--- config.mk ---
export PLATFORM = sky130hd
export DESIGN_NAME = mini_core_top
export DESIGN_NICKNAME = d
export VERILOG_FILES = /design/src/mini_core_pkg.sv /design/src/mini_core_fwd_if.sv /design/src/mini_core_hazard.sv /design/src/mini_core_fetch.sv /design/src/mini_core_decode.sv /design/src/mini_core_execute.sv /design/src/mini_core_writeback.sv /design/src/mini_core_top.sv
export VERILOG_INCLUDE_DIRS = /design/src /design/src/include
export SDC_FILE = /design/constraint.sdc
export NUM_CORES = 1
export LEC_CHECK = 0
export ABC_CLOCK_PERIOD_IN_PS = 14200
export BUFFER_PORTS_ARGS = -buffer_cell sky130_fd_sc_hd__clkbuf_2
export CAP_MARGIN = 25
export CORE_AREA = 2 2 257 259
export CTS_CLUSTER_DIAMETER = 120
export CTS_CLUSTER_SIZE = 25
export DETAILED_ROUTE_END_ITERATION = 8
export DIE_AREA = 0 0 259 261
export PLACE_DENSITY_LB_ADDON = 0.25
export REMOVE_ABC_BUFFERS = 1
export SLEW_MARGIN = 10
export SYNTH_ARGS = -nofsm -noshare
export SYNTH_HDL_FRONTEND = slang
export SYNTH_HIERARCHICAL = 1
export SYNTH_SLANG_ARGS = --single-unit
--- constraint.sdc ---
create_clock -name clk -period 14.2 [get_ports clk]
set_input_delay 1.42 -clock clk [delete_from_list [all_inputs] [get_ports clk]]
set_output_delay 1.42 -clock clk [all_outputs]
set_load 0.01 [all_outputs]
--- src/include/mini_core_defs.svh ---
// mini core build parameters
// data width, register count, reset pc and pipeline depth
`ifndef MINI_CORE_DEFS_SVH
`define MINI_CORE_DEFS_SVH

`define MC_XLEN       32      // register, pc and instruction word width
`define MC_NUM_REGS   8       // r0 always reads as zero
`define MC_RESET_PC   32'h0   // first word fetched after reset
`define MC_NUM_STAGES 4       // bit 0 is fetch and bit 3 is writeback in the masks

`endif

--- src/mini_core_pkg.sv ---
// mini core shared types
// opcodes, the two instruction word views and the stage-to-stage records
`include "mini_core_defs.svh"

package mini_core_pkg;

    typedef enum logic [3:0] {
        OP_NOP  = 4'h0,
        OP_ADD  = 4'h1,
        OP_SUB  = 4'h2,
        OP_AND  = 4'h3,
        OP_XOR  = 4'h4,
        OP_ADDI = 4'h5,
        OP_BEQ  = 4'h6
    } opcode_e;

    // the r view serves register ALU ops and BEQ, the i view serves ADDI
    typedef union packed {
        struct packed {
            opcode_e     opcode;  // [31:28] shared by both views
            logic [2:0]  rd;      // [27:25]
            logic [2:0]  rs1;     // [24:22]
            logic [2:0]  rs2;     // [21:19]
            logic [18:0] offset;  // signed branch offset in words
        } r;
        struct packed {
            opcode_e     opcode;
            logic [2:0]  rd;
            logic [2:0]  rs1;
            logic [21:0] imm;     // signed immediate for ADDI
        } i;
    } instr_u;

    typedef enum logic [1:0] {
        FWD_RF   = 2'd0,  // value read in decode
        FWD_WB   = 2'd1,  // result held by the writeback stage
        FWD_ZERO = 2'd2   // source is r0
    } fwd_sel_e;

    typedef struct packed {
        logic                valid;
        logic [`MC_XLEN-1:0] pc;
        opcode_e             opcode;
        logic [2:0]          rd;
        logic [2:0]          rs1;
        logic [2:0]          rs2;        // forced to r0 for ADDI
        logic [`MC_XLEN-1:0] rs1_val;
        logic [`MC_XLEN-1:0] rs2_val;
        logic [`MC_XLEN-1:0] imm;        // sign-extended immediate or offset
        logic                writes_rd;
    } dec_ex_t;

    typedef struct packed {
        logic                valid;
        logic [`MC_XLEN-1:0] pc;
        logic [`MC_XLEN-1:0] instr;      // word as it was fetched
        logic [2:0]          rd;
        logic                writes_rd;
        logic [`MC_XLEN-1:0] result;
    } ex_wb_t;

endpackage

--- src/mini_core_fwd_if.sv ---
// forwarding source interface
// one producing stage reports what it holds this cycle to the hazard block
`timescale 1ns/1ps
`include "mini_core_defs.svh"

interface mini_core_fwd_if;

    logic                valid;      // the stage holds a live instruction
    logic                writes_rd;  // that instruction updates rd
    logic [2:0]          rd;         // destination index
    logic [`MC_XLEN-1:0] result;     // value it will write

    modport producer (
        output valid,
        output writes_rd,
        output rd,
        output result
    );

    modport hazard (
        input valid,
        input writes_rd,
        input rd,
        input result
    );

endinterface

--- src/mini_core_hazard.sv ---
// mini core hazard and glue control
// forwarding selects, wrong-path flush, fetch bubbles and the pc load
`timescale 1ns/1ps
`include "mini_core_defs.svh"

module mini_core_hazard (
    input  logic                          clk,
    input  logic                          rst_n,
    input  logic                          ex_valid,
    input  logic [2:0]                    ex_rs1,
    input  logic [2:0]                    ex_rs2,
    input  logic                          branch_taken,
    input  logic [`MC_XLEN-1:0]           branch_target,
    input  logic                          fetch_empty,
    output mini_core_pkg::fwd_sel_e       fwd_sel_rs1,
    output mini_core_pkg::fwd_sel_e       fwd_sel_rs2,
    output logic [`MC_NUM_STAGES-1:0]     stage_flush,
    output logic [`MC_NUM_STAGES-1:0]     stage_stall,
    output logic                          pc_load_en,
    output logic [`MC_XLEN-1:0]           pc_load_val,
    mini_core_fwd_if.hazard               ex_fwd,
    mini_core_fwd_if.hazard               wb_fwd
);

    logic       wb_live;   // writeback holds a result that lands in the register file
    logic       redirect;  // a real taken branch sits in execute this cycle
    logic [1:0] drain_q;   // one bit per flushed slot still moving through execute

    function automatic mini_core_pkg::fwd_sel_e pick_src(input logic [2:0] rs,
                                                         input logic       live,
                                                         input logic [2:0] dst);
        mini_core_pkg::fwd_sel_e sel;
        if (rs == 3'd0) begin
            sel = mini_core_pkg::FWD_ZERO;          // r0 never takes a forwarded value
        end else if (live && dst == rs) begin
            sel = mini_core_pkg::FWD_WB;            // previous instruction wrote this source
        end else begin
            sel = mini_core_pkg::FWD_RF;            // decode's read already includes write-through
        end
        return sel;
    endfunction

    assign wb_live     = ex_valid & wb_fwd.valid & wb_fwd.writes_rd;
    assign fwd_sel_rs1 = pick_src(ex_rs1, wb_live, wb_fwd.rd);
    assign fwd_sel_rs2 = pick_src(ex_rs2, wb_live, wb_fwd.rd);

    // only a live non-writing op can redirect, and never from a slot already being drained
    assign redirect = branch_taken & ex_fwd.valid & ~ex_fwd.writes_rd & (drain_q == 2'b00);

    always_ff @(posedge clk) begin
        if (!rst_n) begin
            drain_q <= 2'b00;
        end else begin
            drain_q <= {drain_q[0], redirect};      // clears as the second bubble leaves execute
        end
    end

    always_comb begin
        stage_flush    = '0;
        stage_flush[0] = redirect;                  // wrong-path word being fetched
        stage_flush[1] = redirect;                  // wrong-path word in decode
        stage_stall    = '0;
        stage_stall[0] = fetch_empty;               // only fetch ever waits
    end

    assign pc_load_en  = redirect;
    assign pc_load_val = branch_target;

endmodule

--- src/mini_core_fetch.sv ---
// mini core fetch stage
// program counter, instruction port and the fetch-to-decode register
`timescale 1ns/1ps
`include "mini_core_defs.svh"

module mini_core_fetch (
    input  logic                   clk,
    input  logic                   rst_n,
    input  logic [`MC_XLEN-1:0]    imem_data,
    input  logic                   imem_valid,
    input  logic                   pc_load_en,
    input  logic [`MC_XLEN-1:0]    pc_load_val,
    input  logic                   flush,
    input  logic                   stall,
    output logic [`MC_XLEN-1:0]    imem_addr,
    output logic                   fetch_empty,
    output logic                   fd_valid,
    output logic [`MC_XLEN-1:0]    fd_pc,
    output mini_core_pkg::instr_u  fd_instr
);

    logic [`MC_XLEN-1:0] pc_q;  // word address of the instruction being fetched

    assign imem_addr   = pc_q;
    assign fetch_empty = ~imem_valid;

    always_ff @(posedge clk) begin
        if (!rst_n) begin
            pc_q     <= `MC_RESET_PC;
            fd_valid <= 1'b0;
        end else begin
            if (pc_load_en) begin
                pc_q <= pc_load_val;                // branch target wins over the increment
            end else if (!stall) begin
                pc_q <= pc_q + `MC_XLEN'(1);        // word addressed so one step per instruction
            end
            fd_valid <= ~flush & ~stall;            // wrong path or empty port becomes a bubble
        end
    end

    always_ff @(posedge clk) begin
        fd_pc    <= pc_q;
        fd_instr <= imem_data;
    end

endmodule

--- src/mini_core_decode.sv ---
// mini core decode stage
// field decode, register file with write-through and the decode-to-execute register
`timescale 1ns/1ps
`include "mini_core_defs.svh"

module mini_core_decode (
    input  logic                   clk,
    input  logic                   rst_n,
    input  logic                   fd_valid,
    input  logic [`MC_XLEN-1:0]    fd_pc,
    input  mini_core_pkg::instr_u  fd_instr,
    input  logic                   flush,
    input  logic                   wb_we,
    input  logic [2:0]             wb_rd,
    input  logic [`MC_XLEN-1:0]    wb_value,
    output mini_core_pkg::dec_ex_t de
);

    logic [`MC_XLEN-1:0]    rf [`MC_NUM_REGS];  // entry 0 is never written
    logic                   is_itype;           // ADDI takes the i view of the word
    mini_core_pkg::dec_ex_t de_d;

    // a write landing this cycle is seen by the read, so nothing two back is lost
    function automatic logic [`MC_XLEN-1:0] rf_read(input logic [2:0] idx);
        logic [`MC_XLEN-1:0] val;
        if (idx == 3'd0) begin
            val = '0;
        end else if (wb_we && wb_rd == idx) begin
            val = wb_value;
        end else begin
            val = rf[idx];
        end
        return val;
    endfunction

    always_ff @(posedge clk) begin
        if (wb_we && wb_rd != 3'd0) begin
            rf[wb_rd] <= wb_value;                  // writes to r0 are dropped here
        end
    end

    always_comb begin
        is_itype     = (fd_instr.i.opcode == mini_core_pkg::OP_ADDI);
        de_d.valid   = fd_valid & ~flush;
        de_d.pc      = fd_pc;
        de_d.opcode  = fd_instr.r.opcode;           // same bits in either view
        de_d.rd      = fd_instr.r.rd;
        de_d.rs1     = fd_instr.r.rs1;
        de_d.rs2     = is_itype ? 3'd0 : fd_instr.r.rs2;  // immediate bits are not a source
        de_d.rs1_val = rf_read(de_d.rs1);
        de_d.rs2_val = rf_read(de_d.rs2);
        if (is_itype) begin
            de_d.imm = {{(`MC_XLEN-22){fd_instr.i.imm[21]}}, fd_instr.i.imm};
        end else begin
            de_d.imm = {{(`MC_XLEN-19){fd_instr.r.offset[18]}}, fd_instr.r.offset};
        end
        case (fd_instr.r.opcode)
            mini_core_pkg::OP_ADD,
            mini_core_pkg::OP_SUB,
            mini_core_pkg::OP_AND,
            mini_core_pkg::OP_XOR,
            mini_core_pkg::OP_ADDI: de_d.writes_rd = 1'b1;
            default:                de_d.writes_rd = 1'b0;  // BEQ, NOP and unknown codes
        endcase
    end

    always_ff @(posedge clk) begin
        if (!rst_n) begin
            de.valid <= 1'b0;
        end else begin
            de <= de_d;                             // a flush arrives here as valid low
        end
    end

endmodule

--- src/mini_core_execute.sv ---
// mini core execute stage
// operand forwarding, ALU, branch compare and the execute-to-writeback register
`timescale 1ns/1ps
`include "mini_core_defs.svh"

module mini_core_execute (
    input  logic                    clk,
    input  logic                    rst_n,
    input  mini_core_pkg::dec_ex_t  de,
    input  mini_core_pkg::fwd_sel_e fwd_sel_rs1,
    input  mini_core_pkg::fwd_sel_e fwd_sel_rs2,
    input  logic [`MC_XLEN-1:0]     wb_result,
    output logic                    ex_valid,
    output logic [2:0]              ex_rs1,
    output logic [2:0]              ex_rs2,
    output logic                    branch_taken,
    output logic [`MC_XLEN-1:0]     branch_target,
    output mini_core_pkg::ex_wb_t   ew,
    mini_core_fwd_if.producer       ex_fwd
);

    logic [`MC_XLEN-1:0]   op_a;    // first operand after forwarding
    logic [`MC_XLEN-1:0]   op_b;    // second operand after forwarding
    logic [`MC_XLEN-1:0]   result;
    mini_core_pkg::instr_u word;    // fetched word rebuilt for the retirement trace
    mini_core_pkg::ex_wb_t ew_d;

    function automatic logic [`MC_XLEN-1:0] operand(input mini_core_pkg::fwd_sel_e sel,
                                                    input logic [`MC_XLEN-1:0]     rf_val,
                                                    input logic [`MC_XLEN-1:0]     wb_val);
        logic [`MC_XLEN-1:0] val;
        case (sel)
            mini_core_pkg::FWD_WB:   val = wb_val;
            mini_core_pkg::FWD_ZERO: val = '0;
            default:                 val = rf_val;
        endcase
        return val;
    endfunction

    assign op_a = operand(fwd_sel_rs1, de.rs1_val, wb_result);
    assign op_b = operand(fwd_sel_rs2, de.rs2_val, wb_result);

    always_comb begin
        case (de.opcode)
            mini_core_pkg::OP_ADD:  result = op_a + op_b;     // all arithmetic wraps
            mini_core_pkg::OP_SUB:  result = op_a - op_b;
            mini_core_pkg::OP_AND:  result = op_a & op_b;
            mini_core_pkg::OP_XOR:  result = op_a ^ op_b;
            mini_core_pkg::OP_ADDI: result = op_a + de.imm;
            default:                result = '0;
        endcase
    end

    assign branch_taken  = de.valid && de.opcode == mini_core_pkg::OP_BEQ && op_a == op_b;
    assign branch_target = de.pc + de.imm;          // offset counts words from the branch

    // decode kept every field, so the original bits come back exactly
    always_comb begin
        word.r.opcode = de.opcode;
        word.r.rd     = de.rd;
        word.r.rs1    = de.rs1;
        if (de.opcode == mini_core_pkg::OP_ADDI) begin
            word.i.imm = de.imm[21:0];
        end else begin
            word.r.rs2    = de.rs2;
            word.r.offset = de.imm[18:0];
        end
    end

    always_comb begin
        ew_d.valid     = de.valid;
        ew_d.pc        = de.pc;
        ew_d.instr     = word;
        ew_d.rd        = de.rd;
        ew_d.writes_rd = de.writes_rd;
        ew_d.result    = result;
    end

    always_ff @(posedge clk) begin
        if (!rst_n) begin
            ew.valid <= 1'b0;
        end else begin
            ew <= ew_d;
        end
    end

    assign ex_valid         = de.valid;
    assign ex_rs1           = de.rs1;
    assign ex_rs2           = de.rs2;
    assign ex_fwd.valid     = de.valid;
    assign ex_fwd.writes_rd = de.writes_rd;
    assign ex_fwd.rd        = de.rd;
    assign ex_fwd.result    = result;

endmodule

--- src/mini_core_writeback.sv ---
// mini core writeback stage
// register file write port and the retirement trace one cycle behind it
`timescale 1ns/1ps
`include "mini_core_defs.svh"

module mini_core_writeback (
    input  logic                  clk,
    input  logic                  rst_n,
    input  mini_core_pkg::ex_wb_t ew,
    output logic                  wb_we,
    output logic [2:0]            wb_rd,
    output logic [`MC_XLEN-1:0]   wb_value,
    output logic                  retire_valid,
    output logic [`MC_XLEN-1:0]   retire_pc,
    output logic [`MC_XLEN-1:0]   retire_instr,
    output logic [2:0]            retire_rd,
    output logic                  retire_we,
    output logic [`MC_XLEN-1:0]   retire_value,
    mini_core_fwd_if.producer     wb_fwd
);

    assign wb_we    = ew.valid & ew.writes_rd;      // decode drops rd of zero on its own
    assign wb_rd    = ew.rd;
    assign wb_value = ew.result;

    assign wb_fwd.valid     = ew.valid;
    assign wb_fwd.writes_rd = ew.writes_rd;
    assign wb_fwd.rd        = ew.rd;
    assign wb_fwd.result    = ew.result;

    always_ff @(posedge clk) begin
        if (!rst_n) begin
            retire_valid <= 1'b0;
        end else begin
            retire_valid <= ew.valid;               // high one cycle per retired instruction
        end
    end

    always_ff @(posedge clk) begin
        retire_pc    <= ew.pc;
        retire_instr <= ew.instr;
        retire_rd    <= ew.rd;
        retire_we    <= ew.writes_rd;
        retire_value <= ew.result;                  // reported even when rd is r0
    end

endmodule

--- src/mini_core_top.sv ---
// mini core top level
// four-stage pipeline with its hazard block behind a plain instruction port
`timescale 1ns/1ps
`include "mini_core_defs.svh"

module mini_core_top (
    input  logic                clk,
    input  logic                rst_n,
    input  logic [`MC_XLEN-1:0] imem_data,
    input  logic                imem_valid,
    output logic [`MC_XLEN-1:0] imem_addr,
    output logic                retire_valid,
    output logic [`MC_XLEN-1:0] retire_pc,
    output logic [`MC_XLEN-1:0] retire_instr,
    output logic [2:0]          retire_rd,
    output logic                retire_we,
    output logic [`MC_XLEN-1:0] retire_value
);

    logic                            fd_valid;
    logic [`MC_XLEN-1:0]             fd_pc;
    mini_core_pkg::instr_u           fd_instr;
    mini_core_pkg::dec_ex_t          de;
    mini_core_pkg::ex_wb_t           ew;
    mini_core_pkg::fwd_sel_e         fwd_sel_rs1;
    mini_core_pkg::fwd_sel_e         fwd_sel_rs2;
    logic [`MC_NUM_STAGES-1:0]       stage_flush;
    logic [`MC_NUM_STAGES-1:0]       stage_stall;
    logic                            pc_load_en;
    logic [`MC_XLEN-1:0]             pc_load_val;
    logic                            fetch_empty;
    logic                            ex_valid;
    logic [2:0]                      ex_rs1;
    logic [2:0]                      ex_rs2;
    logic                            branch_taken;
    logic [`MC_XLEN-1:0]             branch_target;
    logic                            wb_we;
    logic [2:0]                      wb_rd;
    logic [`MC_XLEN-1:0]             wb_value;

    mini_core_fwd_if ex_fwd_if ();  // what execute holds
    mini_core_fwd_if wb_fwd_if ();  // what writeback holds

    mini_core_fetch fetch0 (
        .clk, .rst_n, .imem_data, .imem_valid, .pc_load_en, .pc_load_val,
        .flush       (stage_flush[0]),
        .stall       (stage_stall[0]),
        .imem_addr, .fetch_empty, .fd_valid, .fd_pc, .fd_instr
    );

    mini_core_decode decode0 (
        .clk, .rst_n, .fd_valid, .fd_pc, .fd_instr,
        .flush       (stage_flush[1]),
        .wb_we, .wb_rd, .wb_value, .de
    );

    mini_core_execute execute0 (
        .clk, .rst_n, .de, .fwd_sel_rs1, .fwd_sel_rs2,
        .wb_result   (wb_value),
        .ex_valid, .ex_rs1, .ex_rs2, .branch_taken, .branch_target, .ew,
        .ex_fwd      (ex_fwd_if)
    );

    mini_core_writeback writeback0 (
        .clk, .rst_n, .ew, .wb_we, .wb_rd, .wb_value,
        .retire_valid, .retire_pc, .retire_instr, .retire_rd, .retire_we, .retire_value,
        .wb_fwd      (wb_fwd_if)
    );

    mini_core_hazard hazard0 (
        .clk, .rst_n, .ex_valid, .ex_rs1, .ex_rs2, .branch_taken, .branch_target,
        .fetch_empty, .fwd_sel_rs1, .fwd_sel_rs2, .stage_flush, .stage_stall,
        .pc_load_en, .pc_load_val,
        .ex_fwd      (ex_fwd_if),
        .wb_fwd      (wb_fwd_if)
    );

endmodule

### After elaboration in Yosys (flattened, before gate mapping)

Memory sizes are Yosys's and may differ from the RTL's. A register that Yosys moved wholly into a read port is not among the register bits.
Index checks and enable logic that the tools add are counted.

| word-level totals | value |
|---|---|
| register bits after elaboration | 380 |
| bits in writable memories | 256 |
| input bits | 35 |
| output and inout bits | 133 |
| logic and storage cells | 89 |
| memories | 1 |

Memories:

| memory | depth | width | read ports | clocked after memory_dff | wr ports | line | RTL |
|---|---|---|---|---|---|---|---|
| decode0.rf | 8 | 32 | 2 | 2 | 1 | mini_core_decode.sv:19 | `` logic [`MC_XLEN-1:0] rf [`MC_NUM_REGS]; `` |

| cells by class | value |
|---|---|
| add/sub/neg operators | 5 |
| equal/unequal tests | 18 |
| mux-type cells | 15 |
| bitwise operators | 12 |
| reduce and logical (&&, ||, !) cells | 13 |

Operator list:

| cell | number |
|---|---|
| 32-bit one-hot mux with 5 select lines | 1 |
| 32-bit one-hot mux with 2 select lines | 2 |
| 32-bit adder | 3 |
| 32-bit two-way mux | 3 |
| 32-bit by 1-bit adder with 32-bit output, second input constant | 1 |
| 32-bit AND | 1 |
| 32-bit == test | 1 |
| 32-bit subtractor | 1 |
| 32-bit XOR | 1 |
| 22-bit two-way mux | 1 |
| 4-bit by 3-bit == test with 1-bit output, second input constant | 5 |
| 4-bit by 2-bit == test with 1-bit output, second input constant | 4 |
| 3-bit zero test | 4 |
| 1-bit AND | 8 |
| 4-bit by 1-bit == test with 1-bit output, second input constant | 2 |
| 3-bit == test | 2 |
| 1-bit logical AND | 5 |
| 1-bit two-way mux | 5 |
| 5-bit OR reduction | 1 |
| 2-bit by 1-bit == test with 1-bit output, second input constant | 2 |
| 2-bit == test, second input constant | 2 |
| 2-bit two-way mux | 2 |
| 3-bit two-way mux | 1 |
| 3-bit nonzero test | 1 |
| other kinds (3) | 4 |

### Depth between registers and ports, before layout

| logic depth | value |
|---|---|
| word-level depth | 14 |
| gate-level depth with buffers | 24 |
| gate-level depth less buffers | 19 |

### Cells and area by module

The synthesis kept the hierarchy.

By module, submodules not included:

| module | times used | cells an instance | area an instance (um^2) | seq. area each (um^2) |
|---|---|---|---|---|
| mini_core_decode | 1 | 1071 | 15518.6 | 10710.3 |
| mini_core_execute | 1 | 1181 | 10261.1 | 2932.8 |
| mini_core_fetch | 1 | 327 | 3315.7 | 1941.9 |
| mini_core_writeback | 1 | 175 | 2575.0 | 2021.9 |
| mini_core_hazard | 1 | 62 | 474.2 | 40.0 |

### Least setup slack after synthesis

No wires, ideal clock.

| path | value |
|---|---|
| path kind | flip-flop to flip-flop |
| start | reg execute0/ew[63] (netlist name) |
| end | reg fetch0.pc_q[28], in the netlist fetch0/imem_addr[28] |
| library setup time | 0.122 ns |
| data arrival time | 5.461 ns |
| required time | 14.078 ns |
| setup slack | 8.617 ns |
| cell stages (with the launch flop) | 23 |
| buffers on the path | 6 |
| clock period less this slack | 5.583 ns |
| path through | edfxtp_1 > buf_4 > or3b_1 > a211o_1 > a211oi_2 > ha_1 > clkbuf_1 > nor2b_1 > clkbuf_1 > buf_1 > a22oi_1 > ha_1 > and3_1 > and3_1 > nand3_1 > nor4_1 > nand2_1 > nor4_1 > clkbuf_1 > clkbuf_1 > o21ai_0 > a32oi_1 > nand3_1 |

RTL lines:

| element | line | RTL |
|---|---|---|
| end signal, assigned | mini_core_fetch.sv:29 | `` pc_q <= `MC_RESET_PC; `` |
| end signal, assigned | mini_core_fetch.sv:33 | `pc_q <= pc_load_val;` |
| end signal, assigned | mini_core_fetch.sv:35 | `` pc_q <= pc_q + `MC_XLEN'(1); `` |
| end, declared | mini_core_fetch.sv:22 | `` logic [`MC_XLEN-1:0] pc_q; `` |

==> results.py <==
metrics = {
    "synthesis": {
        "syn_inst": 2743,
        "ys_warn_count": 6,
        "postSynthAreaPerCell_sq_um": 11.5,
        "synthesis.area_sq_um": 31600,
    },
    "hold_path": {
        "holdPathStages": 0,
        "min_from": "execute0/ew[71]$_DFFE_PP_",
        "whs_endpoint": "writeback0/retire_pc[3]$_DFF_P_",
        "hold_class": "reg -> reg",
    },
    "global_route": {
        "grt_pass1_vias": 21800,
        "grt_pass1_wl_mm": 132,
        "grt_use_total": 0.254,
        "grt_max_degree": 161,
        "antenna_found_initial": 3,
        "grt_overflow": 0,
    },
    "detailed_routing": {
        "detail_route.first_pass.iterations": 6,
        "antenna_left": 0,
        "drc_errors": 0,
        "vias": 22500,
        "initialDrtViolationCount": 2285,
        "viasPerCell": 6.19,
        "wl_mm": 88.5,
        "wire_per_inst_um": 24.4,
    },
    "timing": {
        "max_freq_mhz": 163,
        "hold_violations": 0,
        "slew_viol_final": 0,
        "tns_ps": 0,
        "worst_pin_slew_ps": 990,
        "clock-skew-final_ps": 46.1,
        "relSlewSlack": 0.340,
        "period_share": 0.431,
        "layout_min_cycle_time_ps": 6120,
        "setup_viol": 0,
        "rsz0062_at_grt": "false",
    },
    "cells_and_area": {
        "n_fill_cell": 5587,
        "layout_commonest_cell": "edfxtp_1",
        "area_growth_syn_to_layout_pct": 6.13,
        "fin_cells": 3628,
        "drive_gt1_frac": 0.128,
        "final_cell_mix": "453 x edfxtp_1, 236 x nor2_1, 201 x a21oi_1",
        "diodes": 0,
        "final_area_sq_um": 33500,
        "final_nets": 2897,
    },
    "run_status": {
        "status": "finished, final reports clean",
    },
    "critical_path": {
        "cp-end-kind": "flop",
        "reg2reg_depth": 20,
        "critPathLaunchType": "flop",
        "crit_type": "reg -> reg",
        "critPathArrivalTime_ps": 6630,
        "cp_max_fo": 34,
        "rr_startpoint": "execute0/ew[63]$_DFFE_PP_",
        "required_ps": 14700,
        "r2r_slack_ps": 8080,
        "regToRegEndpoint": "fetch0/imem_addr[20]$_SDFFE_PN0P_",
    },
    "clock_network": {
        "numCtsBuffers": 30,
        "cts_tree": "yes",
        "cts_max_level": 1,
        "postCtsSetupBuffers": 0,
        "clkTransAtPathRegs_ps": 110,
        "post_cts_resized": 0,
        "root_buffer": "clkbuf_16",
        "clock_latency_ps": 650,
        "cts_hold_buffers": 0,
        "cts_sinks": 655,
        "cts_max_path_buffers": 3,
    },
    "floorplan": {
        "fp-row-count": 94,
        "die_h_um": 261,
        "core_area_sq_um": 65000,
        "start_util": 0.486,
        "die_area_sq_um": 67600,
        "io_pins": 168,
        "die_x_um": 259,
    },
    "pwr": {
        "leakage_nw": 12.6,
        "vdd_drop_max_mv": 0.106,
        "power_density_nw_per_um2": 114,
    },
    "placed_design": {
        "dpl.hpwl_mm": 58.2,
        "port-buffer-count": 167,
        "dpl-instance-area_sq_um": 32600,
        "dp_cells": 3569,
        "globalplace.congestion": 0.929,
    },
    "job": {
        "cap_violations": 0,
    },
}
-- worst max-delay path, cell delays in order, from the launching register on --
cell and delay (ps):
edfxtp_1 600, or3b_1 420, a211o_1 280, a211oi_2 220
ha_1 250, buf_4 280, nor2b_2 150, buf_4 380
a22oi_1 180, ha_1 450, and3_1 250, and3_1 190
nand3_1 280, nor4_1 440, nand2_1 130, nor4_2 140
buf_4 320, inv_1 370, and3_1 310, a32oi_1 180
nand3_1 100
-- worst max-delay path by stage --
| stage | start | to | depth (start not counted) |
|---|---|---|---|
| after floorplan | execute0/ew[63]$_DFFE_PP_ | fetch0/imem_addr[20]$_SDFFE_PN0P_ | 17 |
| after CTS | execute0/ew[63]$_DFFE_PP_ | fetch0/imem_addr[26]$_SDFFE_PN0P_ | 20 |
| final | execute0/ew[63]$_DFFE_PP_ | fetch0/imem_addr[20]$_SDFFE_PN0P_ | 20 |
| after global placement | execute0/ew[63]$_DFFE_PP_ | fetch0/imem_addr[20]$_SDFFE_PN0P_ | 20 |
| after detailed placement | execute0/ew[63]$_DFFE_PP_ | fetch0/imem_addr[26]$_SDFFE_PN0P_ | 20 |
| after global routing | execute0/ew[63]$_DFFE_PP_ | fetch0/imem_addr[20]$_SDFFE_PN0P_ | 20 |
-- flip-flops by register name (all words and copies together) (netlist names), 32 cells and up --
name / flops
decode0/de: 133
decode0/rf: 224
execute0/ew: 98
fetch0/fd_instr: 32
fetch0/fd_pc: 32
fetch0/imem_addr: 32
writeback0/retire_instr: 32
writeback0/retire_pc: 32
writeback0/retire_value: 32
-- metal layers --
metal / up-vias / part of all wire / global-route usage
met3: 164 / 0.067 / 0.0261
li1: 10300 / - / -
met2: 975 / 0.48 / 0.422
met5: - / 0 / 0
met1: 11100 / 0.42 / 0.351
met4: 0 / 0.032 / 0.0848
-- where the power goes --
part / switching, W / total [W] / internal (W)
registers: 0.0000828 / 0.00221 / 0.00213
logic: 0.000369 / 0.000604 / 0.000235
clock network: 0.000589 / 0.00100 / 0.000413
total: 0.00104 / 0.00382 / 0.00278
-- cell type report --
cell class | instances | area (sq um) | area share
repair buffers | 208 | 1250 | 0.0373
clock buffers | 54 | 851 | 0.0254
well taps | 864 | 1080 | 0.0322
clock inverters | 2 | 36.3 | 0.00108
inverters | 72 | 270 | 0.00806
flip-flops and latches | 655 | 17700 | 0.527
multi-input cells | 1773 | 12400 | 0.369
-- per-stage QoR --
step	power, W	setup WS [ps]	utilization	hold WS (ps)
floorplan	0.00263	6050	-	323
finish	0.00382	8080	0.516	341
global route	0.00397	7700	0.516	349
global placement	0.00285	7940	0.500	324
detailed placement	0.00285	8170	0.501	327
CTS	0.00384	8110	0.515	343
No activity file was read; power rests on OpenSTA's default activity.
